$ cat config.mk
export PLATFORM = sky130hd
export DESIGN_NAME = simplebus_subsystem
export DESIGN_NICKNAME = d
export VERILOG_FILES = /design/src/simplebus_pkg.sv /design/src/simplebus_subsystem.sv /design/src/pwm_timer.sv /design/src/control_registers.sv /design/src/scratch_ram.sv /design/src/simplebus_interconnect.sv
export VERILOG_INCLUDE_DIRS = /design/src
export SDC_FILE = /design/constraint.sdc
export NUM_CORES = 1
export LEC_CHECK = 0
export BUFFER_PORTS_ARGS = -buffer_cell sky130_fd_sc_hd__buf_2
export CAP_MARGIN = 20
export CORE_MARGIN = 2
export CORE_UTILIZATION = 64
export CTS_BUF_LIST = sky130_fd_sc_hd__clkbuf_2 sky130_fd_sc_hd__clkbuf_4 sky130_fd_sc_hd__clkbuf_8
export DETAILED_ROUTE_END_ITERATION = 10
export PLACE_DENSITY = 0.82
export SLEW_MARGIN = 0
export SYNTH_ARGS = -nofsm -noshare
export SYNTH_HDL_FRONTEND = slang
export SYNTH_SLANG_ARGS = --single-unit
$ cat constraint.sdc
create_clock -name clock -period 4.25 [get_ports clock]
set_clock_uncertainty 0.1 [all_clocks]
set_input_delay 1.275 -clock clock [delete_from_list [all_inputs] [get_ports clock]]
set_output_delay 1.275 -clock clock [all_outputs]
set_load 0.02 [all_outputs]
$ cat src/simplebus_defines.svh
// Address map, RAM size and register offsets of the simple bus subsystem
`ifndef SIMPLEBUS_DEFINES_SVH
`define SIMPLEBUS_DEFINES_SVH

`define SB_SLAVE_COUNT 3

// Windows include the low address and exclude the high one
`define SB_RAM_LOW   32'h0000_0000
`define SB_RAM_HIGH  32'h0000_0040
`define SB_CTRL_LOW  32'h0000_1000
`define SB_CTRL_HIGH 32'h0000_1010
`define SB_PWM_LOW   32'h0000_2000
`define SB_PWM_HIGH  32'h0000_2010

`define SB_RAM_WORDS 16

// Word offsets inside the control window
`define SB_REG_PERIOD  2'd0
`define SB_REG_COMPARE 2'd1
`define SB_REG_ENABLE  2'd2

// Word offset inside the PWM window, read only
`define SB_PWM_COUNT 2'd0

`endif
$ cat src/simplebus_pkg.sv
// Simple strobe bus types shared by the interconnect, the slaves and the PWM settings
package simplebus_pkg;

        // Byte address and data word of the bus
        typedef logic [31:0] sb_address_t;
        typedef logic [31:0] sb_data_t;

        // Master to slave direction
        typedef struct packed {
                sb_address_t address;
                logic        write_strobe;
                logic        read_strobe;
                sb_data_t    write_data;
        } sb_request_t;

        // Slave to master direction
        typedef struct packed {
                sb_data_t read_data;
                logic     read_valid;
                logic     ready;
        } sb_response_t;

        // PWM settings held by the register block
        typedef struct packed {
                logic [15:0] period;
                logic [15:0] compare;
                logic        enable;
        } pwm_config_t;

endpackage

$ cat src/simplebus_subsystem.sv
// Peripheral subsystem joining the bus interconnect, scratch RAM, control registers and PWM timer
`include "simplebus_defines.svh"

module simplebus_subsystem (
        input  logic                        clock,
        input  logic                        rst_n,
        input  simplebus_pkg::sb_request_t  request,
        output simplebus_pkg::sb_response_t response,
        output logic                        pwm_out,
        output logic                        period_tick
);

        // Slave ports of the interconnect
        localparam int RAM_SLAVE  = 0;
        localparam int CTRL_SLAVE = 1;
        localparam int PWM_SLAVE  = 2;

        simplebus_pkg::sb_request_t  slave_request [`SB_SLAVE_COUNT];
        simplebus_pkg::sb_response_t slave_response [`SB_SLAVE_COUNT];
        simplebus_pkg::pwm_config_t  pwm_config;

        simplebus_interconnect #(
                .SLAVE_COUNT (`SB_SLAVE_COUNT),
                .SLAVE_LOW   ('{`SB_RAM_LOW, `SB_CTRL_LOW, `SB_PWM_LOW}),
                .SLAVE_HIGH  ('{`SB_RAM_HIGH, `SB_CTRL_HIGH, `SB_PWM_HIGH})
        ) u_interconnect (
                .clock          (clock),
                .rst_n          (rst_n),
                .request        (request),
                .slave_request  (slave_request),
                .slave_response (slave_response),
                .response       (response)
        );

        scratch_ram u_scratch_ram (
                .clock    (clock),
                .rst_n    (rst_n),
                .request  (slave_request[RAM_SLAVE]),
                .response (slave_response[RAM_SLAVE])
        );

        control_registers u_control_registers (
                .clock      (clock),
                .rst_n      (rst_n),
                .request    (slave_request[CTRL_SLAVE]),
                .response   (slave_response[CTRL_SLAVE]),
                .pwm_config (pwm_config)
        );

        pwm_timer u_pwm_timer (
                .clock       (clock),
                .rst_n       (rst_n),
                .request     (slave_request[PWM_SLAVE]),
                .response    (slave_response[PWM_SLAVE]),
                .pwm_config  (pwm_config),
                .pwm_out     (pwm_out),
                .period_tick (period_tick)
        );

endmodule

$ cat src/pwm_timer.sv
// PWM timer with a free-running counter, period tick and bus readable count
`include "simplebus_defines.svh"

module pwm_timer (
        input  logic                        clock,
        input  logic                        rst_n,
        input  simplebus_pkg::sb_request_t  request,
        output simplebus_pkg::sb_response_t response,
        input  simplebus_pkg::pwm_config_t  pwm_config,
        output logic                        pwm_out,
        output logic                        period_tick
);

        logic [15:0]             count_q;
        simplebus_pkg::sb_data_t read_data_q;
        logic                    read_valid_q;

        // Counts 0..period, so one period is period + 1 cycles
        always_ff @(posedge clock or negedge rst_n) begin
                if (!rst_n) begin
                        count_q <= '0;
                end else if (!pwm_config.enable) begin
                        count_q <= '0;
                end else if (count_q >= pwm_config.period) begin
                        // Also catches a period lowered below the running count
                        count_q <= '0;
                end else begin
                        count_q <= count_q + 16'd1;
                end
        end

        assign period_tick = pwm_config.enable && (count_q == 16'd0);
        assign pwm_out     = pwm_config.enable && (count_q < pwm_config.compare);

        // Count snapshot, writes to this window are ignored
        always_ff @(posedge clock or negedge rst_n) begin
                if (!rst_n) begin
                        read_data_q  <= '0;
                        read_valid_q <= 1'b0;
                end else begin
                        read_valid_q <= request.read_strobe;
                        if (request.read_strobe && (request.address[3:2] == `SB_PWM_COUNT)) begin
                                read_data_q <= {16'h0, count_q};
                        end else begin
                                read_data_q <= '0;
                        end
                end
        end

        assign response = '{
                read_data:  read_data_q,
                read_valid: read_valid_q,
                ready:      1'b1
        };

endmodule

$ cat src/control_registers.sv
// Control register slave holding the PWM period, compare and enable settings
`include "simplebus_defines.svh"

module control_registers (
        input  logic                        clock,
        input  logic                        rst_n,
        input  simplebus_pkg::sb_request_t  request,
        output simplebus_pkg::sb_response_t response,
        output simplebus_pkg::pwm_config_t  pwm_config
);

        logic [1:0]                  offset;
        simplebus_pkg::pwm_config_t  config_q;
        simplebus_pkg::sb_data_t     read_data_q;
        logic                        read_valid_q;

        assign offset = request.address[3:2];

        // Register writes
        always_ff @(posedge clock or negedge rst_n) begin
                if (!rst_n) begin
                        config_q <= '0;
                end else if (request.write_strobe) begin
                        case (offset)
                                `SB_REG_PERIOD:  config_q.period  <= request.write_data[15:0];
                                `SB_REG_COMPARE: config_q.compare <= request.write_data[15:0];
                                `SB_REG_ENABLE:  config_q.enable  <= request.write_data[0];
                                default: ;
                        endcase
                end
        end

        // Readback, zero-extended to a full word
        always_ff @(posedge clock or negedge rst_n) begin
                if (!rst_n) begin
                        read_data_q  <= '0;
                        read_valid_q <= 1'b0;
                end else begin
                        read_valid_q <= request.read_strobe;
                        read_data_q  <= '0;
                        if (request.read_strobe) begin
                                case (offset)
                                        `SB_REG_PERIOD:  read_data_q <= {16'h0, config_q.period};
                                        `SB_REG_COMPARE: read_data_q <= {16'h0, config_q.compare};
                                        `SB_REG_ENABLE:  read_data_q <= {31'h0, config_q.enable};
                                        default:         read_data_q <= '0;
                                endcase
                        end
                end
        end

        assign pwm_config = config_q;

        assign response = '{
                read_data:  read_data_q,
                read_valid: read_valid_q,
                ready:      1'b1
        };

endmodule

$ cat src/scratch_ram.sv
// Word-addressed scratch RAM slave on the simple bus
`include "simplebus_defines.svh"

module scratch_ram (
        input  logic                        clock,
        input  logic                        rst_n,
        input  simplebus_pkg::sb_request_t  request,
        output simplebus_pkg::sb_response_t response
);

        localparam int INDEX_BITS = $clog2(`SB_RAM_WORDS);

        simplebus_pkg::sb_data_t memory [`SB_RAM_WORDS];
        logic [INDEX_BITS-1:0]   index;
        simplebus_pkg::sb_data_t read_data_q;
        logic                    read_valid_q;

        // Word index, byte offset dropped
        assign index = request.address[INDEX_BITS+1:2];

        always_ff @(posedge clock) begin
                if (request.write_strobe) begin
                        memory[index] <= request.write_data;
                end
        end

        // Data stays zero unless answering a read
        always_ff @(posedge clock or negedge rst_n) begin
                if (!rst_n) begin
                        read_data_q  <= '0;
                        read_valid_q <= 1'b0;
                end else begin
                        read_valid_q <= request.read_strobe;
                        if (request.read_strobe) begin
                                read_data_q <= memory[index];
                        end else begin
                                read_data_q <= '0;
                        end
                end
        end

        // Never stalls
        assign response = '{
                read_data:  read_data_q,
                read_valid: read_valid_q,
                ready:      1'b1
        };

endmodule

$ cat src/simplebus_interconnect.sv
// Registered one-to-many address decoder with OR/AND merge of the slave responses
`include "simplebus_defines.svh"

module simplebus_interconnect #(
        parameter int SLAVE_COUNT = `SB_SLAVE_COUNT,
        parameter simplebus_pkg::sb_address_t SLAVE_LOW [SLAVE_COUNT] = '{default: 32'h0},
        parameter simplebus_pkg::sb_address_t SLAVE_HIGH [SLAVE_COUNT] =
                '{default: 32'hFFFF_FFFF}
) (
        input  logic                        clock,
        input  logic                        rst_n,
        input  simplebus_pkg::sb_request_t  request,
        output simplebus_pkg::sb_request_t  slave_request [SLAVE_COUNT],
        input  simplebus_pkg::sb_response_t slave_response [SLAVE_COUNT],
        output simplebus_pkg::sb_response_t response
);

        logic [SLAVE_COUNT-1:0]      window_hit;
        simplebus_pkg::sb_response_t merged;

        // Window match per slave
        always_comb begin
                for (int i = 0; i < SLAVE_COUNT; i++) begin
                        window_hit[i] = (request.address >= SLAVE_LOW[i]) &&
                                        (request.address < SLAVE_HIGH[i]);
                end
        end

        // Idle slaves drive zero data, so OR is enough to pick the answer
        always_comb begin
                merged = '0;
                merged.ready = 1'b1;
                for (int i = 0; i < SLAVE_COUNT; i++) begin
                        merged.read_data  = merged.read_data | slave_response[i].read_data;
                        merged.read_valid = merged.read_valid | slave_response[i].read_valid;
                        merged.ready      = merged.ready & slave_response[i].ready;
                end
        end

        // Request fan-out, one clock
        always_ff @(posedge clock or negedge rst_n) begin
                if (!rst_n) begin
                        for (int i = 0; i < SLAVE_COUNT; i++) begin
                                slave_request[i] <= '0;
                        end
                end else begin
                        for (int i = 0; i < SLAVE_COUNT; i++) begin
                                if (window_hit[i]) begin
                                        slave_request[i] <= request;
                                end else begin
                                        slave_request[i] <= '0;
                                end
                        end
                end
        end

        // Merged response back to the master, one clock
        always_ff @(posedge clock or negedge rst_n) begin
                if (!rst_n) begin
                        response <= '0;
                end else begin
                        response <= merged;
                end
        end

endmodule

# --- Word level (Yosys, flattened, before mapping) ---
# Memories as Yosys holds them, arrays and structs flattened.
# Cells that the tools add are included.
op_classes:
  add_sub_neg: 1
  mul: 0
  div: 0
  n_lt_le_gt_ge: 8
  eq_ne: 2
  shifts: 0
  muxes: 11
  n_bitwise: 4
  reduce_logical: 12
op_table:
  columns: ["op", "count"]
  rows:
  - ["2-to-1 mux 38 bit", 2]
  - ["2-to-1 mux 32 bit", 2]
  - ["2-to-1 mux 16 bit", 3]
  - ["one-hot mux 16 bit (3 select lines)", 1]
  - ["2-to-1 mux 40 bit", 1]
  - ["greater-or-equal comparator 32 x 1 -> 1 bit (second input constant)", 1]
  - ["greater-or-equal comparator 32 x 13 -> 1 bit (second input constant)", 1]
  - ["greater-or-equal comparator 32 x 14 -> 1 bit (second input constant)", 1]
  - ["less-than comparator 32 x 13 -> 1 bit (second input constant)", 1]
  - ["less-than comparator 32 x 14 -> 1 bit (second input constant)", 1]
  - ["less-than comparator 32 x 7 -> 1 bit (second input constant)", 1]
  - ["OR 32 x 16 -> 32 bit", 1]
  - ["OR 32 bit", 1]
  - ["adder 16 x 1 -> 16 bit (second input constant)", 1]
  - ["greater-or-equal comparator 16 bit", 1]
  - ["zero test 16 bit", 1]
  - ["less-than comparator 16 bit", 1]
  - ["logical AND 1 bit", 6]
  - ["AND reduction 2 bit", 3]
  - ["zero test 2 bit", 2]
  - ["== test 2 x 1 -> 1 bit (second input constant)", 1]
  - ["== test 2 bit (second input constant)", 1]
  - ["2-to-1 mux 1 bit", 2]
  - ["OR 1 bit", 2]
totals:
  reg_bits: 233
  latchBits: 0
  ramBits: 512
  romBits: 0
  out_inout_bits: 36
  n_memories: 1
memory_table:
  columns: ["name", "depth", "word_bits", "read_ports", "rd_clocked_by_memory_dff", "wr", "line", "source"]
  rows:
  - ["u_scratch_ram.memory", 16, 32, 1, 0, 1, "scratch_ram.sv:13", "simplebus_pkg::sb_data_t memory [`SB_RAM_WORDS];"]

# --- Depth between registers and ports, before layout ---
logic_depth:
  ltp_word: 3
  mapped_depth: 8
  depth_no_buf: 7

# --- Cells and area by module ---
# A second synthesis with hierarchy kept.
hier_totals:
  cells_unflattened: 1895
  area_unflattened_um2: 32331.0
modules_own_cells:
  columns: ["mod", "instances", "cells_per_inst", "area_per_inst_um2", "seq_area_each_um2"]
  rows:
  - ["scratch_ram", 1, 953, 20487.1, 16200.5]
  - ["simplebus_interconnect", 1, 549, 7428.4, 5805.6]
  - ["pwm_timer", 1, 247, 2278.4, 825.8]
  - ["control_registers", 1, 146, 2137.0, 1251.2]

# --- Worst setup path after synthesis ---
# No wires, ideal clock.
synth_timing:
  kind: "register to register"
  from: "register, netlist name u_interconnect.slave_request[171]"
  to: "memory u_scratch_ram.memory[12][0] (netlist name) (enable)"
  arrival_time_ns: 3.339
  required_time_ns: 3.689
  slack_ns: 0.350
  stages_incl_launch_ff: 6
  cell_sequence: "dfrtp_1 clkbuf_1 buf_2 buf_2 nand3_1 nor3_1"
synth_lines:
  columns: ["element", "line"]
  rows:
  - ["to (decl)", "scratch_ram.sv:13"]
# Straight into the memory's write port.

# --- Final worst setup path ---
layout_timing:
  from: "register u_pwm_timer.count_q[5]"
  to: "output pwm_out"
layout_between:
  elab_chain_cells: 2
layout_rtl:
  columns: ["element", "line", "source"]
  rows:
  - ["from (decl)", "pwm_timer.sv:14", "logic [15:0] count_q;"]
  - ["from (signal assigned)", "pwm_timer.sv:28", "count_q <= count_q + 16'd1;"]
  - ["less-than comparator 16 bit", "pwm_timer.sv:33", "assign pwm_out = pwm_config.enable && (count_q < pwm_config.compare);"]
  - ["logical AND 1 bit", "pwm_timer.sv:33", null]
  - ["to (decl)", "simplebus_subsystem.sv:9", "output logic pwm_out,"]
# No other way between the ends.

==> out/results.md <==
| Result | This run |
|---|---|
| Status | finished, final reports clean |
| Share of cell area taken by muxes after synthesis | 14.3% |
| Hold Path Origin | u_scratch_ram.read_data_q[20] |
| Vertical die dimension | 210 µm |
| Count of unresolved DRC violations after routing | 0 |
| Max-capacitance violation count | 0 |
| Maximum frequency from static timing analysis | 238 MHz |
| Total iterations of the first detailed-routing run | 5 |
| Sort of element at the start of the critical path | register |
| Reg2reg setup slack | 1.35 ns |
| Area added between synthesis and finish | 13.6% |
| CP max-delay cell | dfrtp_2 |
| Sum of routed wire length over all layers | 56100 µm |
| Via count of the first global-routing pass | 14300 |
| Final Hold Vio Count | 0 |
| Sum of overflow across all layers after global routing | 0 |
| Number of antenna violations at the first check in global routing | 2 |
| Flip-flop and latch area | 0.0207 mm² |
| Average size of a mapped cell | 19.5 µm² |
| Met2 routing resource usage after global routing | 42.0% |
| CP required | 2.87 ns |
| Placed Cells | 2014 |
| Share of async-settable or async-resettable flops after synthesis | 29.2% |
| Power per Cell Area | 427 mW/mm² |
| Hold-critical path endpoint | u_interconnect.response[22] |
| Area of the mapped netlist | 0.0273 mm² |
| Area share of xor/xnor cells in the synthesized design | 0.450% |
| Crit path arrival time | 2.83 ns |
| Number of nets in the finished design | 1685 |
| Post-cts hold buffer count | 0 |
| Final total power | 13.2 mW |
| Met1 global-route usage | 36.4% |
| Critical path class | reg -> out |
| Critical path cell sequence | ha_1 -> a21oi_1 -> o21ai_0 -> a2111oi_2 -> nor2_1 -> a311oi_1 -> buf_2 |
| Detailed placer's ending HPWL | 32000 µm |
| Dominant combinational cell family by area after synthesis | multiplexers |
| H-tree lvl count | 3 |
| Wire length of the first global-routing pass | 83900 µm |
| Total leakage power | 9.97 nW |
| Count of synthesis-stage warnings from yosys | 0 |
| Cell at the root of the clock tree | clkbuf_8 |
| IO Pins | 104 |
| Fraction of layout instances using a drive strength above 1 | 30.0% |
| Count of distinct cell types in the synthesized netlist | 50 |
| Share of synthesized cell area in and, or, nand and nor gates | 4.74% |
| Number of max-slew violations in the final report | 0 |
| Number of DRC markers in iteration 0 | 1253 |
| Worst-case clock buffer depth | 3 |
| Minimum clock period after layout | 4.20 ns |
| Number of cell rows | 75 |
| Floorplan die area | 0.0443 mm² |
| Relative slew slack | 26.8% |
| Crit path max fanout | 9 |
| Number of cells on the worst hold path | 0 |
| Post-detailed-route wirelength per cell | 25.3 µm |
| Post-layout utilization of the core | 73.8% |
| Post-synthesis instance total | 1397 |
| Flop and latch count out of synthesis | 723 |
| Number of filler cells placed in the layout | 2270 |
| Proportion of synthesized chip area in sequential cells | 75.8% |
| Post-Synth Adder-Cell Area | 1.52% |
| Net count of the mapped netlist | 1498 |
| Final RePlAce weighted congestion | 0.891 |
| Endpoint of the worst-slack reg-to-reg timing path | u_scratch_ram.memory[5][19] |
| DRT antenna net count | 0 |
| Core footprint | 0.0419 mm² |
| Most Crowded Layer GR | met2 |
| IR drop worst, VDD | 0.409 mV |
| Clock slew seen by the registers of the worst setup and hold paths | 0.06 ns |
| Worst R2R Start | u_interconnect.slave_request[168] |
| Final setup vio count | 0 |
| Vias after detailed routing | 13800 |
| Final cell count without fillers | 2216 |
| Endpoint kind of the worst setup timing path | output port |
| EDFF count, synth | 512 |
| Count of buffers added by post-CTS timing repair for setup | 0 |
| Die width | 210 µm |
| Port bufs | 101 |
| Worst-Skew Late Latency | 0.69 ns |
| Initial Util | 65.0% |
| Number of sinks on the clock net | 723 |
| Gr usage total | 26.1% |
| Maximum number of pins on one net before global-route repair | 92 |
| Clock tree from TritonCTS | built |
| CTS buffer count | 106 |
| Dominant synthesized flop cell | edfxtp_1 |
| Class of the worst hold path | reg -> reg |
| Share of the synthesized area in compound gates (AO/OA/AOI/OAI) | 1.61% |
| Length in cells of the worst reg-to-reg path | 3 |
| Slew @ Worst Pin | 1.10 ns |
| Combined area of the multi-input logic cells | 0.00629 mm² |
| GRT met3 Usage | 4.77% |
| Final critical-path share of the clock period | 98.9% |
| Crit-path max cell delay | 0.48 ns |
| Ratio of routed vias to standard cells | 6.21 |
-- cells in the mapped netlist (2+ instances only) --
cell	instances	area share [%]
and2_1	78	1.8
inv_1	36	0.50
buf_2	23	0.42
and4_1	2	0.064
dfrtp_1	211	19
buf_1	4	0.055
mux2i_1	80	2.9
buf_6	6	0.25
nor4_1	10	0.23
or3_1	17	0.39
a21oi_1	5	0.092
nand4_1	3	0.069
nor3b_1	2	0.055
nand2_1	30	0.41
and4b_1	2	0.073
and3_1	2	0.046
nand2b_1	5	0.11
nor4b_1	2	0.064
buf_4	3	0.083
a2111oi_0	2	0.064
mux4_2	128	11
nor3_1	4	0.073
o22ai_1	33	0.76
o21ai_0	21	0.39
nor2b_1	2	0.046
ha_1	33	1.5
clkbuf_1	22	0.30
nand3b_1	5	0.14
xor2_1	5	0.16
a311oi_1	2	0.064
edfxtp_1	512	56
nor2_2	4	0.092
nand3_1	9	0.17
xnor2_1	9	0.29
nor2_1	52	0.72
a211oi_1	2	0.055
mux2_2	18	0.74
-- area by class of cell --
| type | instances | area share [%] |
|---|---|---|
| multi-input combinational | 579 | 20.3 |
| sequential | 723 | 66.8 |
| timing repair buffer | 138 | 3.01 |
| clock inverter | 28 | 0.449 |
| clock buffer | 171 | 6.83 |
| inverter | 36 | 0.436 |
| antenna | 2 | 0.0162 |
| tap | 539 | 2.18 |
-- critical path, delay by kind of cell, from the launching register on --
family	cells	cell delay [ns]
buffers and inverters	1	0.22
AO/OA/AOI/OAI	4	1.07
adder cells (fa/ha/maj)	1	0.32
flip-flops	1	0.48
AND/OR/NAND/NOR	1	0.08
-- worst max path at each step --
stage	start	endpoint	depth (start not counted)	slack (ns)
after floorplan	u_interconnect.slave_request[171]	u_scratch_ram.memory[12][0]	5	0.35
after global placement	u_pwm_timer.count_q[5]	pwm_out	7	0.74
after detailed placement	u_pwm_timer.count_q[7]	pwm_out	7	0.71
after CTS	u_pwm_timer.count_q[7]	pwm_out	7	0.02
after global routing	u_pwm_timer.count_q[5]	pwm_out	7	-0.07
final	u_pwm_timer.count_q[5]	pwm_out	7	0.05
-- state kept, by name (all words and copies together), names as in the netlist --
name and count:
u_scratch_ram.memory 512, u_interconnect.slave_request 61, u_interconnect.response 34, u_control_registers.pwm_config 33, u_scratch_ram.read_data_q 32, u_control_registers.read_data_q 16, u_pwm_timer.count_q 16, u_pwm_timer.read_data_q 16
u_control_registers.read_valid_q 1, u_pwm_timer.read_valid_q 1, u_scratch_ram.read_valid_q 1
-- logic make-up (layout without fill, tap and decap cells) --
group                      after synthesis  in the layout
adders and majority gates               33             33
DFF                                    723            723
muxes                                  226            226
AOI/OAI and AO/OA                       71             71
other                                    1              3
and+or+nand+nor                        234            234
buffers and inverters                   95            373
xor gates and xnor gates                14             14
-- per-layer routing --
metal  vias to the layer above  routed length, µm
met5                         -                  0
met4                         0               1750
met3                       116               4400
met2                       625              27800
met1                      7195              22100
li1                       5831                  -
-- placed cells by master (no fill, tap or decap), types with 36 or more instances in the layout --
cell,Yosys,layout
and2_1,78,78
buf_2,23,100
mux2i_1,80,80
nor2_1,52,40
dfrtp_1,211,205
clkbuf_8,0,133
inv_1,36,36
mux4_2,128,128
edfxtp_1,512,512
clkbuf_4,0,38
-- through the flow --
step / hold WS (ns) / cell area [µm²] / setup TNS (ns) / setup WS, ns
after detailed placement: 0.235 / 28700 / 0 / 0.709
final: 0.243 / 31000 / 0 / 0.0466
after floorplan: 0.231 / 27300 / 0 / 0.350
after global placement: 0.234 / 28600 / 0 / 0.742
after CTS: 0.238 / 30900 / 0 / 0.0218
after global routing: 0.246 / 31000 / -0.0658 / -0.0658
-- power breakdown --
part           switching [mW]  internal [mW]
Combinational          0.0590         0.0268
Sequential          0.0000733           7.48
Clock                    2.50           3.15
-- timing repair --
action | 4_1_cts | 5_1_grt
gates resized for setup | 2 | 3
pin swaps | 0 | 1
endpoints found under the hold margin | 0 | 0
setup endpoints to repair | 1 | 1
Note: power is estimated with default switching activity, not from simulation.
